## src/f2ss_defs.svh

```systemverilog
`ifndef F2SS_DEFS_SVH
`define F2SS_DEFS_SVH

////////////////////////////////////////////////////////////////////////////
// Sequencer timing

`define SS_SETTLE_CYCLES      64    // Pause before storage start
`define SS_RESET_HOLD_CYCLES  1000
`define SS_TIMER_W            16

////////////////////////////////////////////////////////////////////////////
// Save-state address map

`define SSP_HI_ADDR           24'hff0000
`define SSP_LO_ADDR           24'hff0002
`define HANDLER_BASE          24'hff0000
`define HANDLER_WORDS         13
`define L7_VECTOR_ADDR        24'h00007c  // Level-7 autovector, two words
`define RESET_VECTOR_WORDS    4
`define RESET_PC_HI           16'h00ff
`define RESET_PC_LO           16'h0008

// Interrupt levels
`define IPL_VBL               3'd5
`define IPL_DMA               3'd6
`define IPL_SAVE              3'd7

`endif

```

## src/f2ss_pkg.sv

```systemverilog
`include "f2ss_defs.svh"

package f2ss_pkg;

    typedef logic [15:0] word_t;
    typedef logic [23:0] byte_addr_t;
    typedef logic [31:0] ssp_t;
    typedef logic [2:0]  ipl_t;

    typedef enum logic [3:0] {
        SST_IDLE,
        SST_START_SAVE,
        SST_WAIT_SAVE,
        SST_SAVE_PAUSED_SETTLE,
        SST_SAVE_PAUSED,
        SST_WAIT_SAVE_HANDLER,
        SST_RESTORE_SETTLE,
        SST_WAIT_RESTORE,
        SST_HOLD_RESET,
        SST_WAIT_RESET
    } ss_state_t;

    // 68000 function codes
    typedef enum logic [2:0] {
        FC_USER_DATA  = 3'd1,
        FC_USER_PROG  = 3'd2,
        FC_SUPER_DATA = 3'd5,
        FC_SUPER_PROG = 3'd6,
        FC_INT_ACK    = 3'd7
    } cpu_fc_t;

    // Level-7 handler, pushes all regs and parks SSP at ff0000
    localparam word_t SAVE_HANDLER [`HANDLER_WORDS] = '{
        16'h48e7, 16'hfffe, 16'h4e6e, 16'h2f0e,
        16'h4df9, 16'h00ff, 16'h0000, 16'h2c8f,  // Restart point at +8
        16'h2c5f, 16'h4e66, 16'h4cdf, 16'h7fff,
        16'h4e73                                 // rte
    };

endpackage

```

## src/cpu_bus_if.sv

```systemverilog
`timescale 1ns/1ns

interface cpu_bus_if;
    import f2ss_pkg::*;

    // 68000 bus cycle as seen by the controller
    byte_addr_t addr;
    logic [1:0] ds_n;   // Upper, lower strobe
    logic       rw;     // 1 is read
    cpu_fc_t    fc;
    word_t      dout;   // CPU write data

    modport monitor (
        input addr,
        input ds_n,
        input rw,
        input fc,
        input dout
    );
endinterface

interface ss_hit_if;
    // Save-state window hits, combinational from the bus
    logic ssp_hi_wr;
    logic ssp_lo_wr;
    logic handler_sel;
    logic vector_sel;
    logic resetvec_sel;
    logic prog_exit;    // Supervisor fetch outside all windows

    modport source (
        output ssp_hi_wr,
        output ssp_lo_wr,
        output handler_sel,
        output vector_sel,
        output resetvec_sel,
        output prog_exit
    );

    modport sink (
        input ssp_hi_wr,
        input ssp_lo_wr,
        input handler_sel,
        input vector_sel,
        input resetvec_sel,
        input prog_exit
    );
endinterface

```

## src/f2_savestate.sv

```systemverilog
`timescale 1ns/1ns

module f2_savestate (
    input  logic                clk,
    input  logic                reset,

    input  f2ss_pkg::byte_addr_t cpu_addr,
    input  logic [1:0]          cpu_ds_n,
    input  logic                cpu_rw,
    input  f2ss_pkg::cpu_fc_t   cpu_fc,
    input  f2ss_pkg::word_t     cpu_dout,
    input  f2ss_pkg::word_t     mem_data,
    output f2ss_pkg::word_t     cpu_din,
    output f2ss_pkg::ipl_t      ipl_n,
    output logic                cpu_pause,
    output logic                cpu_reset,

    input  logic                vblank_n,
    input  logic                dma_n,

    input  logic                ss_do_save,
    input  logic                ss_do_restore,
    output logic                ss_write,
    output logic                ss_read,
    input  logic                ss_busy,
    output f2ss_pkg::ssp_t      ss_saved_ssp,
    input  f2ss_pkg::ssp_t      ss_restore_ssp,
    output f2ss_pkg::ss_state_t ss_state
);

    cpu_bus_if bus ();
    ss_hit_if  hit ();

    logic override;
    logic reset_phase;
    logic timer_clear;
    logic settle_done;
    logic hold_done;
    logic capture_hi;
    logic capture_lo;
    logic load_vector;
    logic cpu_reset_req;

    assign bus.addr = cpu_addr;
    assign bus.ds_n = cpu_ds_n;
    assign bus.rw   = cpu_rw;
    assign bus.fc   = cpu_fc;
    assign bus.dout = cpu_dout;

    assign cpu_reset = reset | cpu_reset_req;

    ////////////////////////////////////////////////////////////////////////////
    // Save-state controller

    ss_window_decode u_decode (
        .bus         (bus),
        .override    (override),
        .reset_phase (reset_phase),
        .hit         (hit)
    );

    ss_timer u_timer (
        .clk         (clk),
        .reset       (reset),
        .clear       (timer_clear),
        .settle_done (settle_done),
        .hold_done   (hold_done)
    );

    ss_sequencer u_sequencer (
        .clk           (clk),
        .reset         (reset),
        .ss_do_save    (ss_do_save),
        .ss_do_restore (ss_do_restore),
        .ss_busy       (ss_busy),
        .hit           (hit),
        .settle_done   (settle_done),
        .hold_done     (hold_done),
        .timer_clear   (timer_clear),
        .capture_hi    (capture_hi),
        .capture_lo    (capture_lo),
        .load_vector   (load_vector),
        .override      (override),
        .reset_phase   (reset_phase),
        .cpu_pause     (cpu_pause),
        .cpu_reset_req (cpu_reset_req),
        .ss_write      (ss_write),
        .ss_read       (ss_read),
        .state         (ss_state)
    );

    ss_cpu_data u_cpu_data (
        .clk         (clk),
        .bus         (bus),
        .hit         (hit),
        .capture_hi  (capture_hi),
        .capture_lo  (capture_lo),
        .load_vector (load_vector),
        .restore_ssp (ss_restore_ssp),
        .mem_data    (mem_data),
        .saved_ssp   (ss_saved_ssp),
        .cpu_din     (cpu_din)
    );

    // Interrupts
    irq_ctrl u_irq (
        .clk        (clk),
        .reset      (reset),
        .bus        (bus),
        .vblank_n   (vblank_n),
        .dma_n      (dma_n),
        .ss_do_save (ss_do_save),
        .ipl_n      (ipl_n)
    );

endmodule

```

## src/irq_ctrl.sv

```systemverilog
`timescale 1ns/1ns
`include "f2ss_defs.svh"

module irq_ctrl (
    input  logic           clk,
    input  logic           reset,
    cpu_bus_if.monitor     bus,
    input  logic           vblank_n,
    input  logic           dma_n,
    input  logic           ss_do_save,
    output f2ss_pkg::ipl_t ipl_n
);
    import f2ss_pkg::*;

    // Source order is vblank, DMA, save
    localparam ipl_t SRC_LEVEL [3] = '{`IPL_VBL, `IPL_DMA, `IPL_SAVE};

    logic [2:0] src;
    logic [2:0] src_q;
    logic [2:0] src_qq;
    logic [2:0] rise;
    logic [2:0] ack;
    logic [2:0] req;

    // All three as rising edges
    assign src  = {ss_do_save, dma_n, ~vblank_n};
    assign rise = src_q & ~src_qq;

    // Acknowledge cycle on the lower strobe
    always_comb begin
        for (int i = 0; i < 3; i++) begin
            ack[i] = (bus.fc == FC_INT_ACK) && !bus.ds_n[0]
                  && (bus.addr[3:1] == SRC_LEVEL[i]);
        end
    end

    always_ff @(posedge clk) begin
        src_q <= src;
        if (reset) begin
            src_qq <= src;      // No edge out of reset
            req    <= '0;
        end else begin
            src_qq <= src_q;
            req    <= (req | rise) & ~ack;
        end
    end

    ////////////////////////////////////////////////////////////////////////////
    // Priority encoder

    always_comb begin
        if (req[2]) begin
            ipl_n = ~SRC_LEVEL[2];
        end else if (req[1]) begin
            ipl_n = ~SRC_LEVEL[1];
        end else if (req[0]) begin
            ipl_n = ~SRC_LEVEL[0];
        end else begin
            ipl_n = '1;
        end
    end

endmodule

```

## src/ss_cpu_data.sv

```systemverilog
`timescale 1ns/1ns
`include "f2ss_defs.svh"

module ss_cpu_data (
    input  logic            clk,
    cpu_bus_if.monitor      bus,
    ss_hit_if.sink          hit,
    input  logic            capture_hi,
    input  logic            capture_lo,
    input  logic            load_vector,
    input  f2ss_pkg::ssp_t  restore_ssp,
    input  f2ss_pkg::word_t mem_data,
    output f2ss_pkg::ssp_t  saved_ssp,
    output f2ss_pkg::word_t cpu_din
);
    import f2ss_pkg::*;

    word_t      reset_vector [`RESET_VECTOR_WORDS];
    logic [3:0] handler_idx;
    logic [1:0] resetvec_idx;

    assign handler_idx  = bus.addr[4:1];    // Handler base is 32-byte aligned
    assign resetvec_idx = bus.addr[2:1];

    ////////////////////////////////////////////////////////////////////////////
    // Captured and restored stack pointer

    always_ff @(posedge clk) begin
        if (capture_hi) saved_ssp[31:16] <= bus.dout;
        if (capture_lo) saved_ssp[15:0]  <= bus.dout;

        if (load_vector) begin
            reset_vector[0] <= restore_ssp[31:16];
            reset_vector[1] <= restore_ssp[15:0];
            reset_vector[2] <= `RESET_PC_HI;
            reset_vector[3] <= `RESET_PC_LO;    // Restart inside the handler
        end
    end

    ////////////////////////////////////////////////////////////////////////////
    // Read data override

    always_comb begin
        if (hit.handler_sel) begin
            cpu_din = SAVE_HANDLER[handler_idx];
        end else if (hit.resetvec_sel) begin
            cpu_din = reset_vector[resetvec_idx];
        end else if (hit.vector_sel) begin
            cpu_din = bus.addr[1] ? 16'h0000 : 16'h00ff;   // Vector points at ff0000
        end else begin
            cpu_din = mem_data;
        end
    end

endmodule

```

## src/ss_sequencer.sv

```systemverilog
`timescale 1ns/1ns

module ss_sequencer (
    input  logic                clk,
    input  logic                reset,
    input  logic                ss_do_save,
    input  logic                ss_do_restore,
    input  logic                ss_busy,
    ss_hit_if.sink              hit,
    input  logic                settle_done,
    input  logic                hold_done,
    output logic                timer_clear,
    output logic                capture_hi,
    output logic                capture_lo,
    output logic                load_vector,
    output logic                override,
    output logic                reset_phase,
    output logic                cpu_pause,
    output logic                cpu_reset_req,
    output logic                ss_write,
    output logic                ss_read,
    output f2ss_pkg::ss_state_t state
);
    import f2ss_pkg::*;

    ////////////////////////////////////////////////////////////////////////////
    // Event strobes

    assign capture_hi = (state == SST_START_SAVE) && hit.ssp_hi_wr;
    assign capture_lo = (state == SST_WAIT_SAVE) && hit.ssp_lo_wr;

    // Storage read finished, build the reset vector
    assign load_vector = (state == SST_WAIT_RESTORE) && !ss_busy && !ss_read;

    // Timer restarts on entry to a timed state
    assign timer_clear = ((state == SST_IDLE) && ss_do_restore) || capture_lo || load_vector;

    ////////////////////////////////////////////////////////////////////////////
    // State register and storage start levels

    always_ff @(posedge clk) begin
        if (reset) begin
            state    <= SST_IDLE;
            ss_write <= 1'b0;
            ss_read  <= 1'b0;
        end else begin
            case (state)
                SST_IDLE: begin
                    if (ss_do_restore) begin
                        state <= SST_RESTORE_SETTLE;
                    end else if (ss_do_save) begin
                        state <= SST_START_SAVE;
                    end
                end

                SST_START_SAVE: begin
                    if (capture_hi) state <= SST_WAIT_SAVE;
                end

                SST_WAIT_SAVE: begin
                    if (capture_lo) state <= SST_SAVE_PAUSED_SETTLE;
                end

                SST_SAVE_PAUSED_SETTLE: begin
                    if (settle_done) begin
                        ss_write <= 1'b1;
                        state    <= SST_SAVE_PAUSED;
                    end
                end

                SST_SAVE_PAUSED: begin
                    if (ss_busy && ss_write) begin
                        ss_write <= 1'b0;           // Engine has taken the start
                    end else if (!ss_busy && !ss_write) begin
                        state <= SST_WAIT_SAVE_HANDLER;
                    end
                end

                SST_WAIT_SAVE_HANDLER: begin
                    if (hit.prog_exit) state <= SST_IDLE;
                end

                SST_RESTORE_SETTLE: begin
                    if (settle_done) begin
                        ss_read <= 1'b1;
                        state   <= SST_WAIT_RESTORE;
                    end
                end

                SST_WAIT_RESTORE: begin
                    if (ss_busy && ss_read) begin
                        ss_read <= 1'b0;
                    end else if (load_vector) begin
                        state <= SST_HOLD_RESET;
                    end
                end

                SST_HOLD_RESET: begin
                    if (hold_done) state <= SST_WAIT_RESET;
                end

                SST_WAIT_RESET: begin
                    if (hit.prog_exit) state <= SST_IDLE;
                end

                default: state <= SST_IDLE;
            endcase
        end
    end

    // Mode levels
    assign override      = (state != SST_IDLE);
    assign reset_phase   = (state == SST_HOLD_RESET) || (state == SST_WAIT_RESET);
    assign cpu_pause     = (state == SST_SAVE_PAUSED_SETTLE) || (state == SST_SAVE_PAUSED)
                        || (state == SST_WAIT_RESTORE);
    assign cpu_reset_req = (state == SST_RESTORE_SETTLE) || (state == SST_HOLD_RESET);

endmodule

```

## src/ss_timer.sv

```systemverilog
`timescale 1ns/1ns
`include "f2ss_defs.svh"

module ss_timer (
    input  logic clk,
    input  logic reset,
    input  logic clear,
    output logic settle_done,
    output logic hold_done
);

    logic [`SS_TIMER_W-1:0] count;

    always_ff @(posedge clk) begin
        if (reset) begin
            count <= '0;
        end else if (clear) begin
            count <= '0;        // Zero in the first cycle of the new state
        end else begin
            count <= count + 1'b1;
        end
    end

    assign settle_done = (count == `SS_TIMER_W'(`SS_SETTLE_CYCLES));
    assign hold_done   = (count == `SS_TIMER_W'(`SS_RESET_HOLD_CYCLES));

endmodule

```

## src/ss_window_decode.sv

```systemverilog
`timescale 1ns/1ns
`include "f2ss_defs.svh"

module ss_window_decode (
    cpu_bus_if.monitor bus,
    input  logic       override,
    input  logic       reset_phase,
    ss_hit_if.source   hit
);
    import f2ss_pkg::*;

    localparam byte_addr_t HANDLER_START = `HANDLER_BASE;
    localparam byte_addr_t HANDLER_END   = byte_addr_t'(`HANDLER_BASE + 2 * `HANDLER_WORDS);
    localparam byte_addr_t L7_VECTOR     = `L7_VECTOR_ADDR;
    localparam byte_addr_t RESETVEC_END  = byte_addr_t'(2 * `RESET_VECTOR_WORDS);

    logic rd_cycle;
    logic word_wr;
    logic handler_hit;
    logic vector_hit;
    logic resetvec_hit;

    assign rd_cycle = bus.rw && (bus.ds_n != 2'b11);
    assign word_wr  = !bus.rw && (bus.ds_n == 2'b00);

    // Stack pointer halves written by the handler
    assign hit.ssp_hi_wr = word_wr && (bus.addr == `SSP_HI_ADDR);
    assign hit.ssp_lo_wr = word_wr && (bus.addr == `SSP_LO_ADDR);

    ////////////////////////////////////////////////////////////////////////////
    // Read windows, each gated by the controller mode

    assign handler_hit = rd_cycle && override
                      && (bus.addr >= HANDLER_START) && (bus.addr < HANDLER_END);

    assign vector_hit = rd_cycle && override
                     && (bus.addr[23:2] == L7_VECTOR[23:2]);   // Both words of the pair

    assign resetvec_hit = rd_cycle && reset_phase && (bus.addr < RESETVEC_END);

    assign hit.handler_sel  = handler_hit;
    assign hit.vector_sel   = vector_hit;
    assign hit.resetvec_sel = resetvec_hit;

    // First normal fetch marks the end of a sequence
    assign hit.prog_exit = bus.rw && (bus.ds_n == 2'b00) && (bus.fc == FC_SUPER_PROG)
                        && !handler_hit && !vector_hit && !resetvec_hit;

endmodule

```

## config.mk

```make
export PLATFORM = sky130hd
export DESIGN_NAME = f2_savestate
export DESIGN_NICKNAME = d
export VERILOG_FILES = /design/src/f2ss_pkg.sv /design/src/cpu_bus_if.sv /design/src/f2_savestate.sv /design/src/irq_ctrl.sv /design/src/ss_cpu_data.sv /design/src/ss_sequencer.sv /design/src/ss_timer.sv /design/src/ss_window_decode.sv
export VERILOG_INCLUDE_DIRS = /design/src /design/src/src
export SDC_FILE = /design/constraint.sdc
export NUM_CORES = 1
export LEC_CHECK = 0
export BUFFER_PORTS_ARGS = -buffer_cell sky130_fd_sc_hd__buf_2
export CAP_MARGIN = 20
export CORE_MARGIN = 2
export CORE_UTILIZATION = 52
export CTS_BUF_LIST = sky130_fd_sc_hd__clkbuf_8
export DETAILED_ROUTE_END_ITERATION = 10
export PLACE_DENSITY = 0.83
export SYNTH_ARGS = -nofsm -noshare
export SYNTH_HDL_FRONTEND = slang
export SYNTH_SLANG_ARGS = --single-unit
```

## constraint.sdc

```tcl
create_clock -name clk -period 5.7 [get_ports clk]
set_clock_uncertainty 0.2 [all_clocks]
set_input_delay 0.57 -clock clk [delete_from_list [all_inputs] [get_ports clk]]
set_output_delay 0.57 -clock clk [all_outputs]
set_load 0.01 [all_outputs]
```

==> results of run 1 <==
## final cells by class
cell class                 instances  area, µm²
clock buffer                       9        124
clock inverter                     7       80.1
fill                             668       2940
inverter                          14       52.6
multi-input combinational        277       1910
sequential                        95       2540
tap                              108        135
timing repair buffer             165        848
## layer usage
| layer | routed length (µm) | global-route usage, % | up-vias |
|---|---|---|---|
| met3 | 853 | 5.37 | 29 |
| li1 | - | - | 1840 |
| met5 | 0 | 0 | - |
| met4 | 317 | 10.8 | 0 |
| met2 | 5620 | 40.9 | 186 |
| met1 | 4730 | 30.1 | 1774 |
## registers in the layout, indices dropped and copies added (netlist names)
signal                   cells
u_timer.count               16
u_irq.req                    3
u_sequencer.ss_read          1
u_cpu_data.reset_vector     32
u_irq.src_q                  3
u_cpu_data.saved_ssp        32
u_irq.src_qq                 3
u_sequencer.ss_write         1
u_sequencer.state            4
## Yosys cell counts (7+ instances only)
library cell,instances
nand3_1,7
nor3_1,9
a221oi_1,10
nor2_1,54
nand4_1,7
dfxtp_1,31
nor2b_1,7
xnor2_1,7
mux2_2,15
a211oi_1,7
xor2_1,10
nand2_1,22
inv_1,14
a21oi_1,26
clkbuf_1,14
ha_1,7
edfxtp_1,64
## through the flow
stage	std cells	power [mW]	hold WS [ns]
final	675	1.53	0.126
after global routing	675	1.61	0.119
after CTS	674	1.54	0.115
after detailed placement	658	1.09	0.268
after global placement	657	1.08	0.254
after floorplan	409	1.00	0.237
## logic make-up after synthesis
| group | count (synthesis) | synth area share [%] |
|---|---|---|
| AOI/OAI and AO/OA | 79 | 12.7 |
| xor gates and xnor gates | 17 | 3.23 |
| adders and majority gates | 7 | 1.90 |
| buffers and inverters | 37 | 3.53 |
| DFF | 95 | 55.2 |
| muxes | 22 | 5.41 |
| and+or+nand+nor | 152 | 18.0 |
## power breakdown
group	internal (mW)	leakage, nW	switching, mW
registers	0.753	0.829	0.0420
logic	0.136	1.35	0.146
clock network	0.209	0.102	0.245
## worst paths after layout
check | start | end
worst max-delay path | u_sequencer.state[3] | cpu_din[2]
worst min-delay path | dma_n | u_irq.src_q[1]
worst max register to register | u_sequencer.state[3] | u_sequencer.state[0]
worst min register to register | u_timer.count[0] | u_timer.count[0]
## worst reg2reg max path, delay by kind of cell (launching register included)
family	cells	cell delay [ns]
simple gates	4	1.23
mux	1	0.33
flops	1	0.67
compound gates	1	0.31
==> metrics.cfg, run 1 <==
[sta]
period_minus_slack_ns = 4.00
slew_headroom_pct = 47.1
setup_viol = 0
timing.fmax_ghz = 0.250
fin_setup_tns_ns = 0
rsz0062_at_grt = false
layout_worst_path_cycle_share_pct = 70.2
finalWorstSetupSlack_ns = 1.70
maxSlewViolCount = 0
hold_viol = 0
worstMarginPinSlew_ns = 0.787

[global_route]
globalRouteOverflowTotal = 0
grt_max_degree = 34
grt_pass1_wl_um = 18400
grt_usage_pct = 24.3
antenna_found_initial = 0
grt_pass1_vias = 3815

[setup_path]
setup.worst_path.class = reg2out
endpoint_kind = output port
worst_setup_path_start_kind = flip-flop
crit_arrival_ns = 3.23
rr_worst_depth = 6
crit_family = simple AND/OR/NAND/NOR gates
slowest_stage = dfxtp_1
cp_slowest_stage_delay_ns = 0.67
cp_max_fo = 17
rrSetupSlack_ns = 2.87
cp.required_ns = 4.93
worstPathBufferInverterCount = 1
cp_num_cells = 7
cp_cell_sequence = nor3b_1 > nand4b_4 > nor2_4 > nor2_1 > a221o_1 > mux2_2 > buf_2

[floorplanning]
design.core.area_mm2 = 0.00864
die_h_um = 98.1
die_area_mm2 = 0.00962
start_util_pct = 53.3
io_pins = 160
die_x_um = 98.1
rows = 34

[route]
drt-initial-drc-count = 246
vias_per_cell = 5.67
via_count = 3829
routedWlPerCell_um = 17.1
antenna_left = 0
drt-pass1-iter-count = 4
drcViolationCount = 0
wirelength_um = 11500

[cells_and_area]
antennaDiodeCount = 0
mostFrequentLayoutCells = buf_2 (159), edfxtp_1 (64), nor2_1 (54), dfxtp_1 (31), a21oi_1 (26)
finalNetCount = 670
fin_area_mm2 = 0.00569
drive_above_1_share_pct = 37.6
final_util_pct = 65.9
areaGrowthSynthToFinish_pct = 23.6
final_common_cell = buf_2

[yosys]
ys_seq_elements = 95
yosys_warnings = 0
synth_ff_type = edfxtp_1
syn-instance-count = 409
synth.top_cells.by_area = edfxtp_1 (42%), dfxtp_1 (13%), nor2_1 (4.4%)
synth_top_area_cell = edfxtp_1
synth_edf_count = 64
yosysSeqAreaShare_pct = 55.2
ys_async_sr_fraction_pct = 0
synth_nets = 517
synth_cell_types = 61
synthDominantCellAreaShare_pct = 41.7
netlist_area_mm2 = 0.00460
syn_avg_cell_area_um2 = 11.3

[clock_tree]
cts_setup_buffers = 0
cts_root_buf = clkbuf_8
cts_max_level = 3
cts.clk_slew.worst_paths_ns = 0.10
cts_tree = done
clock_latency_ns = 0.36
post_cts_resized = 0
clockBufferDepth = 2
numCtsBuffers = 9
cts_sinks = 95
hold_buffers = 0

[placement]
place.gp.congestion = 0.932
place_ws_ns = 1.74
dp_hpwl_um = 8650
io_buffer_count = 159
placed_area_mm2 = 0.00548

[min_path]
hold_path_depth = 1
min_path_type = in2reg

[pwr]
p_leak_nw = 2.28
vdd_drop_max_v = 0.000144
p_per_area_mw_per_mm2 = 269

[outcome]
status = complete, no violations

[run]
maxCapViolCount = 0

Note: power is estimated with default switching activity, not from simulation.
==> run 2: changes to the inputs <==
--- a/config.mk
+++ b/config.mk
@@ -6,13 +6,14 @@
 export SDC_FILE = /design/constraint.sdc
 export NUM_CORES = 1
 export LEC_CHECK = 0
+export ABC_AREA = 1
 export BUFFER_PORTS_ARGS = -buffer_cell sky130_fd_sc_hd__buf_2
 export CAP_MARGIN = 20
 export CORE_MARGIN = 2
-export CORE_UTILIZATION = 52
+export CORE_UTILIZATION = 47
 export CTS_BUF_LIST = sky130_fd_sc_hd__clkbuf_8
 export DETAILED_ROUTE_END_ITERATION = 10
-export PLACE_DENSITY = 0.83
+export PLACE_DENSITY = 0.78
 export SYNTH_ARGS = -nofsm -noshare
 export SYNTH_HDL_FRONTEND = slang
 export SYNTH_SLANG_ARGS = --single-unit
==> constraint.sdc (replaced) <==
create_clock -name clk -period 3.5 [get_ports clk]
set_clock_uncertainty 0.2 [all_clocks]
set_input_delay 0.35 -clock clk [delete_from_list [all_inputs] [get_ports clk]]
set_output_delay 0.35 -clock clk [all_outputs]
set_load 0.01 [all_outputs]
==> run 2 against run 1 <==
Compared with the run above:
- cell count rose by 33%
- first-iteration DRC count rose by 4.1%
- worst setup slack got worse by 1.0 ns
- hold slack got worse by 0.013 ns
- synthesized cell count rose by 33%
- via count rose by 20%
- critical path depth did not move
==> metrics.cfg, run 2 <==
[outcome]
status = complete, no violations

[yosys]
synth_cell_types = 39  ; -36%
syn_avg_cell_area_um2 = 8.73  ; -22%
synthTopCellsByCount = nand2_1 (108), nor2_1 (90), edfxtp_1 (64), inv_1 (58), a21oi_1 (33)
yosysMostFrequentCell = nand2_1
synth_ff_type = edfxtp_1
synthDominantCellAreaShare_pct = 40.5  ; -1.3 points
yosysSeqAreaShare_pct = 53.6  ; -1.7 points
synth_top_area_cell = edfxtp_1
ys_seq_elements = 95  ; unchanged
synth.top_cells.by_area = edfxtp_1 (40%), dfxtp_1 (13%), nand2_1 (8.5%)
yosys_warnings = 0  ; unchanged
ys_async_sr_fraction_pct = 0  ; unchanged
synth_nets = 652  ; +26%
synth_edf_count = 64  ; unchanged
syn-instance-count = 544  ; +33%
netlist_area_mm2 = 0.00475  ; +3.1%

[pwr]
swShare_pct = 32.4  ; +4.1 points
vdd_drop_max_v = 0.000244  ; +70%
clock_power_share_pct = 27.4  ; -2.2 points
power_frac_seq_pct = 48.6  ; -3.4 points
p_leak_nw = 2.80  ; +23%
intPower_mw = 1.77  ; +61%
switchingPower_uw = 847  ; +96%
p_comb_share_pct = 24.0  ; +5.6 points
p_per_area_mw_per_mm2 = 408  ; +52%

[sta]
rsz0062_at_grt = false
slew_headroom_pct = 66.2  ; +19 points
layout_worst_path_cycle_share_pct = 81.0
worstMarginPinSlew_ns = 0.507  ; -0.280 ns
fin_setup_tns_ns = 0  ; unchanged
hold_viol = 0  ; unchanged
timing.fmax_ghz = 0.353
period_minus_slack_ns = 2.83
maxSlewViolCount = 0  ; unchanged
setup_viol = 0  ; unchanged

[clock_tree]
cts_sinks = 95  ; unchanged
cts_root_buf = clkbuf_8
cts_max_level = 3  ; unchanged
clock_latency_ns = 0.37  ; about the same
cts_tree = done
cts.clk_slew.worst_paths_ns = 0.10  ; about the same
cts_setup_buffers = 0  ; unchanged
clockBufferDepth = 2  ; unchanged
numCtsBuffers = 9  ; unchanged

[global_route]
grt_pass1_vias = 4532  ; +19%
grt_pass1_wl_um = 21200  ; +15%
globalRouteOverflowTotal = 0  ; unchanged
grt_usage_pct = 24.5  ; +0.23 points
antenna_found_initial = 0  ; unchanged
grt_max_degree = 33  ; -2.9%

[cells_and_area]
mostFrequentLayoutCells = buf_2 (159), nand2_1 (108), nor2_1 (90), edfxtp_1 (64), inv_1 (58)
top_regs = u_cpu_data.reset_vector (32), u_cpu_data.saved_ssp (32), u_timer.count (16)
areaGrowthSynthToFinish_pct = 35.1
final_common_cell = buf_2
antennaDiodeCount = 0  ; unchanged
drive_above_1_share_pct = 27.5  ; -10 points
fin_area_mm2 = 0.00641  ; +13%
finalNetCount = 869  ; +30%

[route]
antenna_left = 0  ; unchanged
drt-pass1-iter-count = 7  ; +3
via_count = 4591  ; +20%
drt-initial-drc-count = 256  ; +4.1%
routedWlPerCell_um = 14.7  ; -14%
drcViolationCount = 0  ; unchanged
vias_per_cell = 5.11  ; -10%
wirelength_um = 13200  ; +15%

[floorplanning]
die_area_mm2 = 0.0109  ; +13%
rows = 36  ; +5.9%
start_util_pct = 48.6  ; -4.8 points
die_x_um = 105  ; +6.5%
design.core.area_mm2 = 0.00977  ; +13%
die_h_um = 105  ; +6.5%
io_pins = 160  ; unchanged

[min_path]
min_path_type = in2reg

[run]
maxCapViolCount = 0  ; unchanged

[setup_path]
crit_start = u_sequencer.state[1]
setup.worst_path.class = reg2out
regToRegStartpoint = u_timer.count[0]
worstPathBufferInverterCount = 1  ; unchanged
reg2reg_to = u_timer.count[14]
cp_cell_sequence = nor2_2 > nand2_2 > nand2_4 > nor4_2 > nand3_1 > o211ai_1 > buf_2
cp.required_ns = 2.95  ; -1.98 ns
endpoint_kind = output port
slowest_stage = dfxtp_1
cp_slowest_stage_delay_ns = 0.48  ; -0.19 ns
crit_end = cpu_din[12]
crit_family = simple AND/OR/NAND/NOR gates
crit_arrival_ns = 2.28  ; -0.95 ns
cp_num_cells = 7  ; unchanged
rrSetupSlack_ns = 1.49  ; -1.38 ns
rr_worst_depth = 12  ; +6
worst_setup_path_start_kind = flip-flop
cp_max_fo = 7  ; -10

[placement]
placed_area_mm2 = 0.00569  ; +3.9%
dp_hpwl_um = 9510  ; +10%
place.gp.congestion = 0.954  ; +2.4%
io_buffer_count = 159  ; unchanged

## run 2: cell count changes after synthesis, moves of 12 or more
cell / previous run / this run
clkbuf_1: 14 / 2
inv_1: 14 / 58
mux2_2: 15 / 0
nand2_1: 22 / 108
nand3_1: 7 / 25
nor2_1: 54 / 90
o21ai_0: 6 / 28
## run 2: logic make-up after synthesis
group                      Yosys count  share of synthesized area, %
and+or+nand+nor                    274                          26.3
DFF                                 95                          53.6
AOI/OAI and AO/OA                   93                          11.5
buffers and inverters               72                          6.33
adders and majority gates            7                          1.84
xor gates and xnor gates             3                         0.554
## run 2: how the worst min path moves through the flow
stage                    from                  end  depth (start not counted)
2_1_floorplan           dma_n       u_irq.src_q[1]                          0
3_3_place_gp   u_irq.src_q[1]      u_irq.src_qq[1]                          2
3_5_place_dp   u_irq.src_q[1]      u_irq.src_qq[1]                          2
4_1_cts               ss_busy  u_sequencer.ss_read                          2
5_1_grt                 reset         u_irq.req[0]                          2
6_report                reset      u_irq.src_qq[2]                          3
## run 2: per-stage QoR
| step | total power, mW | hold slack (ns) | worst slack (ns) | utilization [%] | cells |
|---|---|---|---|---|---|
| after floorplan | 1.67 | 0.178 | 0.561 | - | 544 |
| after global placement | 1.86 | 0.232 | 0.946 | 58.2 | 831 |
| after detailed placement | 1.87 | 0.243 | 0.864 | 58.2 | 831 |
| after CTS | 2.62 | 0.00190 | 0.683 | 65.5 | 898 |
| after global routing | 2.77 | 0.0987 | 0.457 | 65.6 | 899 |
| final | 2.62 | 0.113 | 0.666 | 65.6 | 899 |
## run 2: layout make-up
cell class | instances | area, µm²
Fill cell | 798 | 3360
Tap cell | 133 | 166
Multi-Input combinational cell | 377 | 1920
Clock buffer | 9 | 124
Inverter | 63 | 236
Clock inverter | 7 | 78.8
Sequential cell | 95 | 2540
Timing Repair Buffer | 215 | 1350
## run 2: tightest hold or removal path: cells and delay by family
kind,cells,cell delay [ns]
buffers and inverters,1,0.17
and+or+nand+nor,2,0.11
## run 2: power groups by stage
| stage | sequential (mW) | clock (mW) | combinational [mW] |
|---|---|---|---|
| 2_1_floorplan | 1.30 | 0 | 0.377 |
| 3_3_place_gp | 1.30 | 0 | 0.563 |
| 3_5_place_dp | 1.30 | 0 | 0.569 |
| 4_1_cts | 1.27 | 0.729 | 0.617 |
| 5_1_grt | 1.28 | 0.780 | 0.707 |
| 6_report | 1.27 | 0.718 | 0.627 |
## run 2: routing by layer
layer,routed length [µm],GRT usage (%),vias to the layer above
met5,0,0,-
met4,315,8.01,0
met3,1130,6.39,27
met2,6510,42.6,232
met1,5230,29.5,2077
li1,-,-,2255
## run 2: what timing repair did
item	in CTS	in global routing
hold endpoints to repair	69	1
hold buffers	51	1
gates resized for setup	0	0
==> run 3: changes to the inputs <==
--- a/config.mk
+++ b/config.mk
@@ -6,14 +6,14 @@
 export SDC_FILE = /design/constraint.sdc
 export NUM_CORES = 1
 export LEC_CHECK = 0
-export ABC_AREA = 1
+export ABC_AREA = 0
 export BUFFER_PORTS_ARGS = -buffer_cell sky130_fd_sc_hd__buf_2
 export CAP_MARGIN = 20
 export CORE_MARGIN = 2
 export CORE_UTILIZATION = 47
 export CTS_BUF_LIST = sky130_fd_sc_hd__clkbuf_8
 export DETAILED_ROUTE_END_ITERATION = 10
-export PLACE_DENSITY = 0.78
+export PLACE_DENSITY = 0.79
 export SYNTH_ARGS = -nofsm -noshare
 export SYNTH_HDL_FRONTEND = slang
 export SYNTH_SLANG_ARGS = --single-unit
==> constraint.sdc (replaced) <==
create_clock -name clk -period 2.4 [get_ports clk]
set_clock_uncertainty 0.2 [all_clocks]
set_input_delay 0.24 -clock clk [delete_from_list [all_inputs] [get_ports clk]]
set_output_delay 0.24 -clock clk [all_outputs]
set_load 0.01 [all_outputs]
==> run 3 against run 2 <==
Compared with the run above:
- the run now ends with negative setup slack left
- first-iteration DRC count down 2.0%
- via count down 5.9%
- non-clock buffer count up 39
- sequential power up 46%
==> metrics.cfg, run 3 (synthesized netlist as in run 1, its figures left out) <==
[setup_path]
cp.required_ns = 1.96  ; -0.99 ns
crit_arrival_ns = 2.29  ; about the same
endpoint_kind = output port
cp_max_fo = 3  ; -4
setup.worst_path.class = reg2out
worst_setup_path_start_kind = flip-flop

[clock_tree]
cts_tree = done
clockBufferDepth = 2  ; unchanged
clock_latency_ns = 0.38  ; about the same
cts.clk_slew.worst_paths_ns = 0.11  ; about the same
numCtsBuffers = 9  ; unchanged
cts_sinks = 95  ; unchanged
cts_root_buf = clkbuf_8
cts_max_level = 3  ; unchanged

[placement]
io_buffer_count = 159  ; unchanged
place.gp.congestion = 0.916  ; -4.0%
place_ws_ns = -0.266  ; -1.13 ns
dp_hpwl_um = 8700  ; -8.6%
dpl.cell_count = 717  ; -14%
placed_area_mm2 = 0.00585  ; +2.7%

[sta]
maxSlewViolCount = 0  ; unchanged
finalWorstSetupSlack_ns = -0.330  ; -0.996 ns
hold_viol = 0  ; unchanged
timing.fmax_ghz = 0.366
setup_viol = 16  ; +16
period_minus_slack_ns = 2.73
slew_headroom_pct = 57.4  ; -8.7 points
worstMarginPinSlew_ns = 0.630  ; +0.123 ns
layout_worst_path_cycle_share_pct = 114
hold_slack_ns = 0.0659  ; -0.0473 ns
rsz0062_at_grt = true
fin_setup_tns_ns = -3.49  ; -3.49 ns

[floorplanning]
io_pins = 160  ; unchanged
start_util_pct = 47.8  ; -0.80 points
rows = 36  ; unchanged
die_x_um = 103  ; -1.5%
die_h_um = 103  ; -1.5%
design.core.area_mm2 = 0.00964  ; -1.4%
die_area_mm2 = 0.0106  ; -2.9%

[route]
via_count = 4320  ; -5.9%
drcViolationCount = 0  ; unchanged
drt-pass1-iter-count = 4  ; -3
drt-initial-drc-count = 251  ; -2.0%
antenna_left = 0  ; unchanged
routedWlPerCell_um = 17.3  ; +18%
wirelength_um = 13600  ; +3.4%
vias_per_cell = 5.48  ; +7.2%

[global_route]
globalRouteOverflowTotal = 0  ; unchanged
grt_pass1_vias = 4270  ; -5.8%
grt_usage_pct = 25.5  ; +0.99 points
grt_pass1_wl_um = 20500  ; -3.5%
grt_max_degree = 33  ; unchanged
antenna_found_initial = 0  ; unchanged

[min_path]
min_path_type = in2reg

[run]
maxCapViolCount = 0  ; unchanged

[cells_and_area]
top_regs = u_cpu_data.reset_vector (32), u_cpu_data.saved_ssp (32), u_timer.count (16)
antennaDiodeCount = 0  ; unchanged
mostFrequentLayoutCells = buf_2 (158), edfxtp_1 (64), nor2_1 (52), dlygate4sd3_1 (51), buf_4 (34)
multiInputGateArea_mm2 = 0.00208  ; +8.3%
areaGrowthSynthToFinish_pct = 47.0
regArea_mm2 = 0.00255  ; +0.30%
drive_above_1_share_pct = 41.3  ; +14 points
final.fill_count = 671  ; -16%
final_util_pct = 70.2  ; +4.6 points
finalNetCount = 759  ; -13%
final_common_cell = buf_2
fin_area_mm2 = 0.00677  ; +5.5%
fin_cells = 789  ; -12%

[pwr]
totalPowerFinal_mw = 3.92  ; +50%
vdd_drop_max_v = 0.000474  ; +94%
p_per_area_mw_per_mm2 = 579  ; +42%
p_leak_nw = 2.77  ; -0.90%

[outcome]
violations = negative setup slack
status = finished with violations

[run 3: worst paths after layout]
path	start	end	slack [ns]	cells after the start
max	u_sequencer.state[0]	cpu_din[2]	-0.33	8
min	reset	u_sequencer.ss_write	0.07	2
max reg2reg	u_sequencer.state[0]	u_sequencer.state[3]	0.09	7
min reg2reg	u_timer.count[0]	u_timer.count[0]	0.29	1
[run 3: cell type report]
type,instances,share of cell area (%)
Tap cell,133,2.46
Timing Repair Buffer,254,25.2
Inverter,14,0.776
Sequential cell,95,37.7
Clock buffer,9,1.83
Clock inverter,7,1.33
Multi-Input combinational cell,277,30.7
[run 3: layer usage]
metal | part of all wire [%] | global-route usage, % | vias to the layer above | wire length [µm]
met2 | 50 | 45.8 | 238 | 6840
met1 | 39 | 28.3 | 2046 | 5270
met4 | 2.7 | 11.5 | 0 | 369
met5 | 0 | 0 | - | 0
met3 | 8.5 | 6.51 | 32 | 1160
li1 | - | - | 2004 | -
[run 3: power breakdown]
group	internal [mW]	switching, mW
combinational	0.477	0.469
sequential	1.80	0.0499
clock	0.505	0.625
total	2.78	1.14
[run 3: worst max-delay path: stages, from the launching register on]
cell      delay, ns
dfxtp_2        0.34
or2_4          0.24
o311ai_4       0.31
buf_6          0.16
nor4_4         0.05
buf_4          0.15
a221o_1        0.25
mux2_4         0.28
buf_6          0.13
[run 3: what timing repair did]
action                     in CTS  in global routing
resized for setup              17                 16
buffers inserted                4                  2
hold endpoints to repair       70                  0
setup endpoints to repair      16                 20
pin swaps                       8                  5
hold buffers                   51                  0
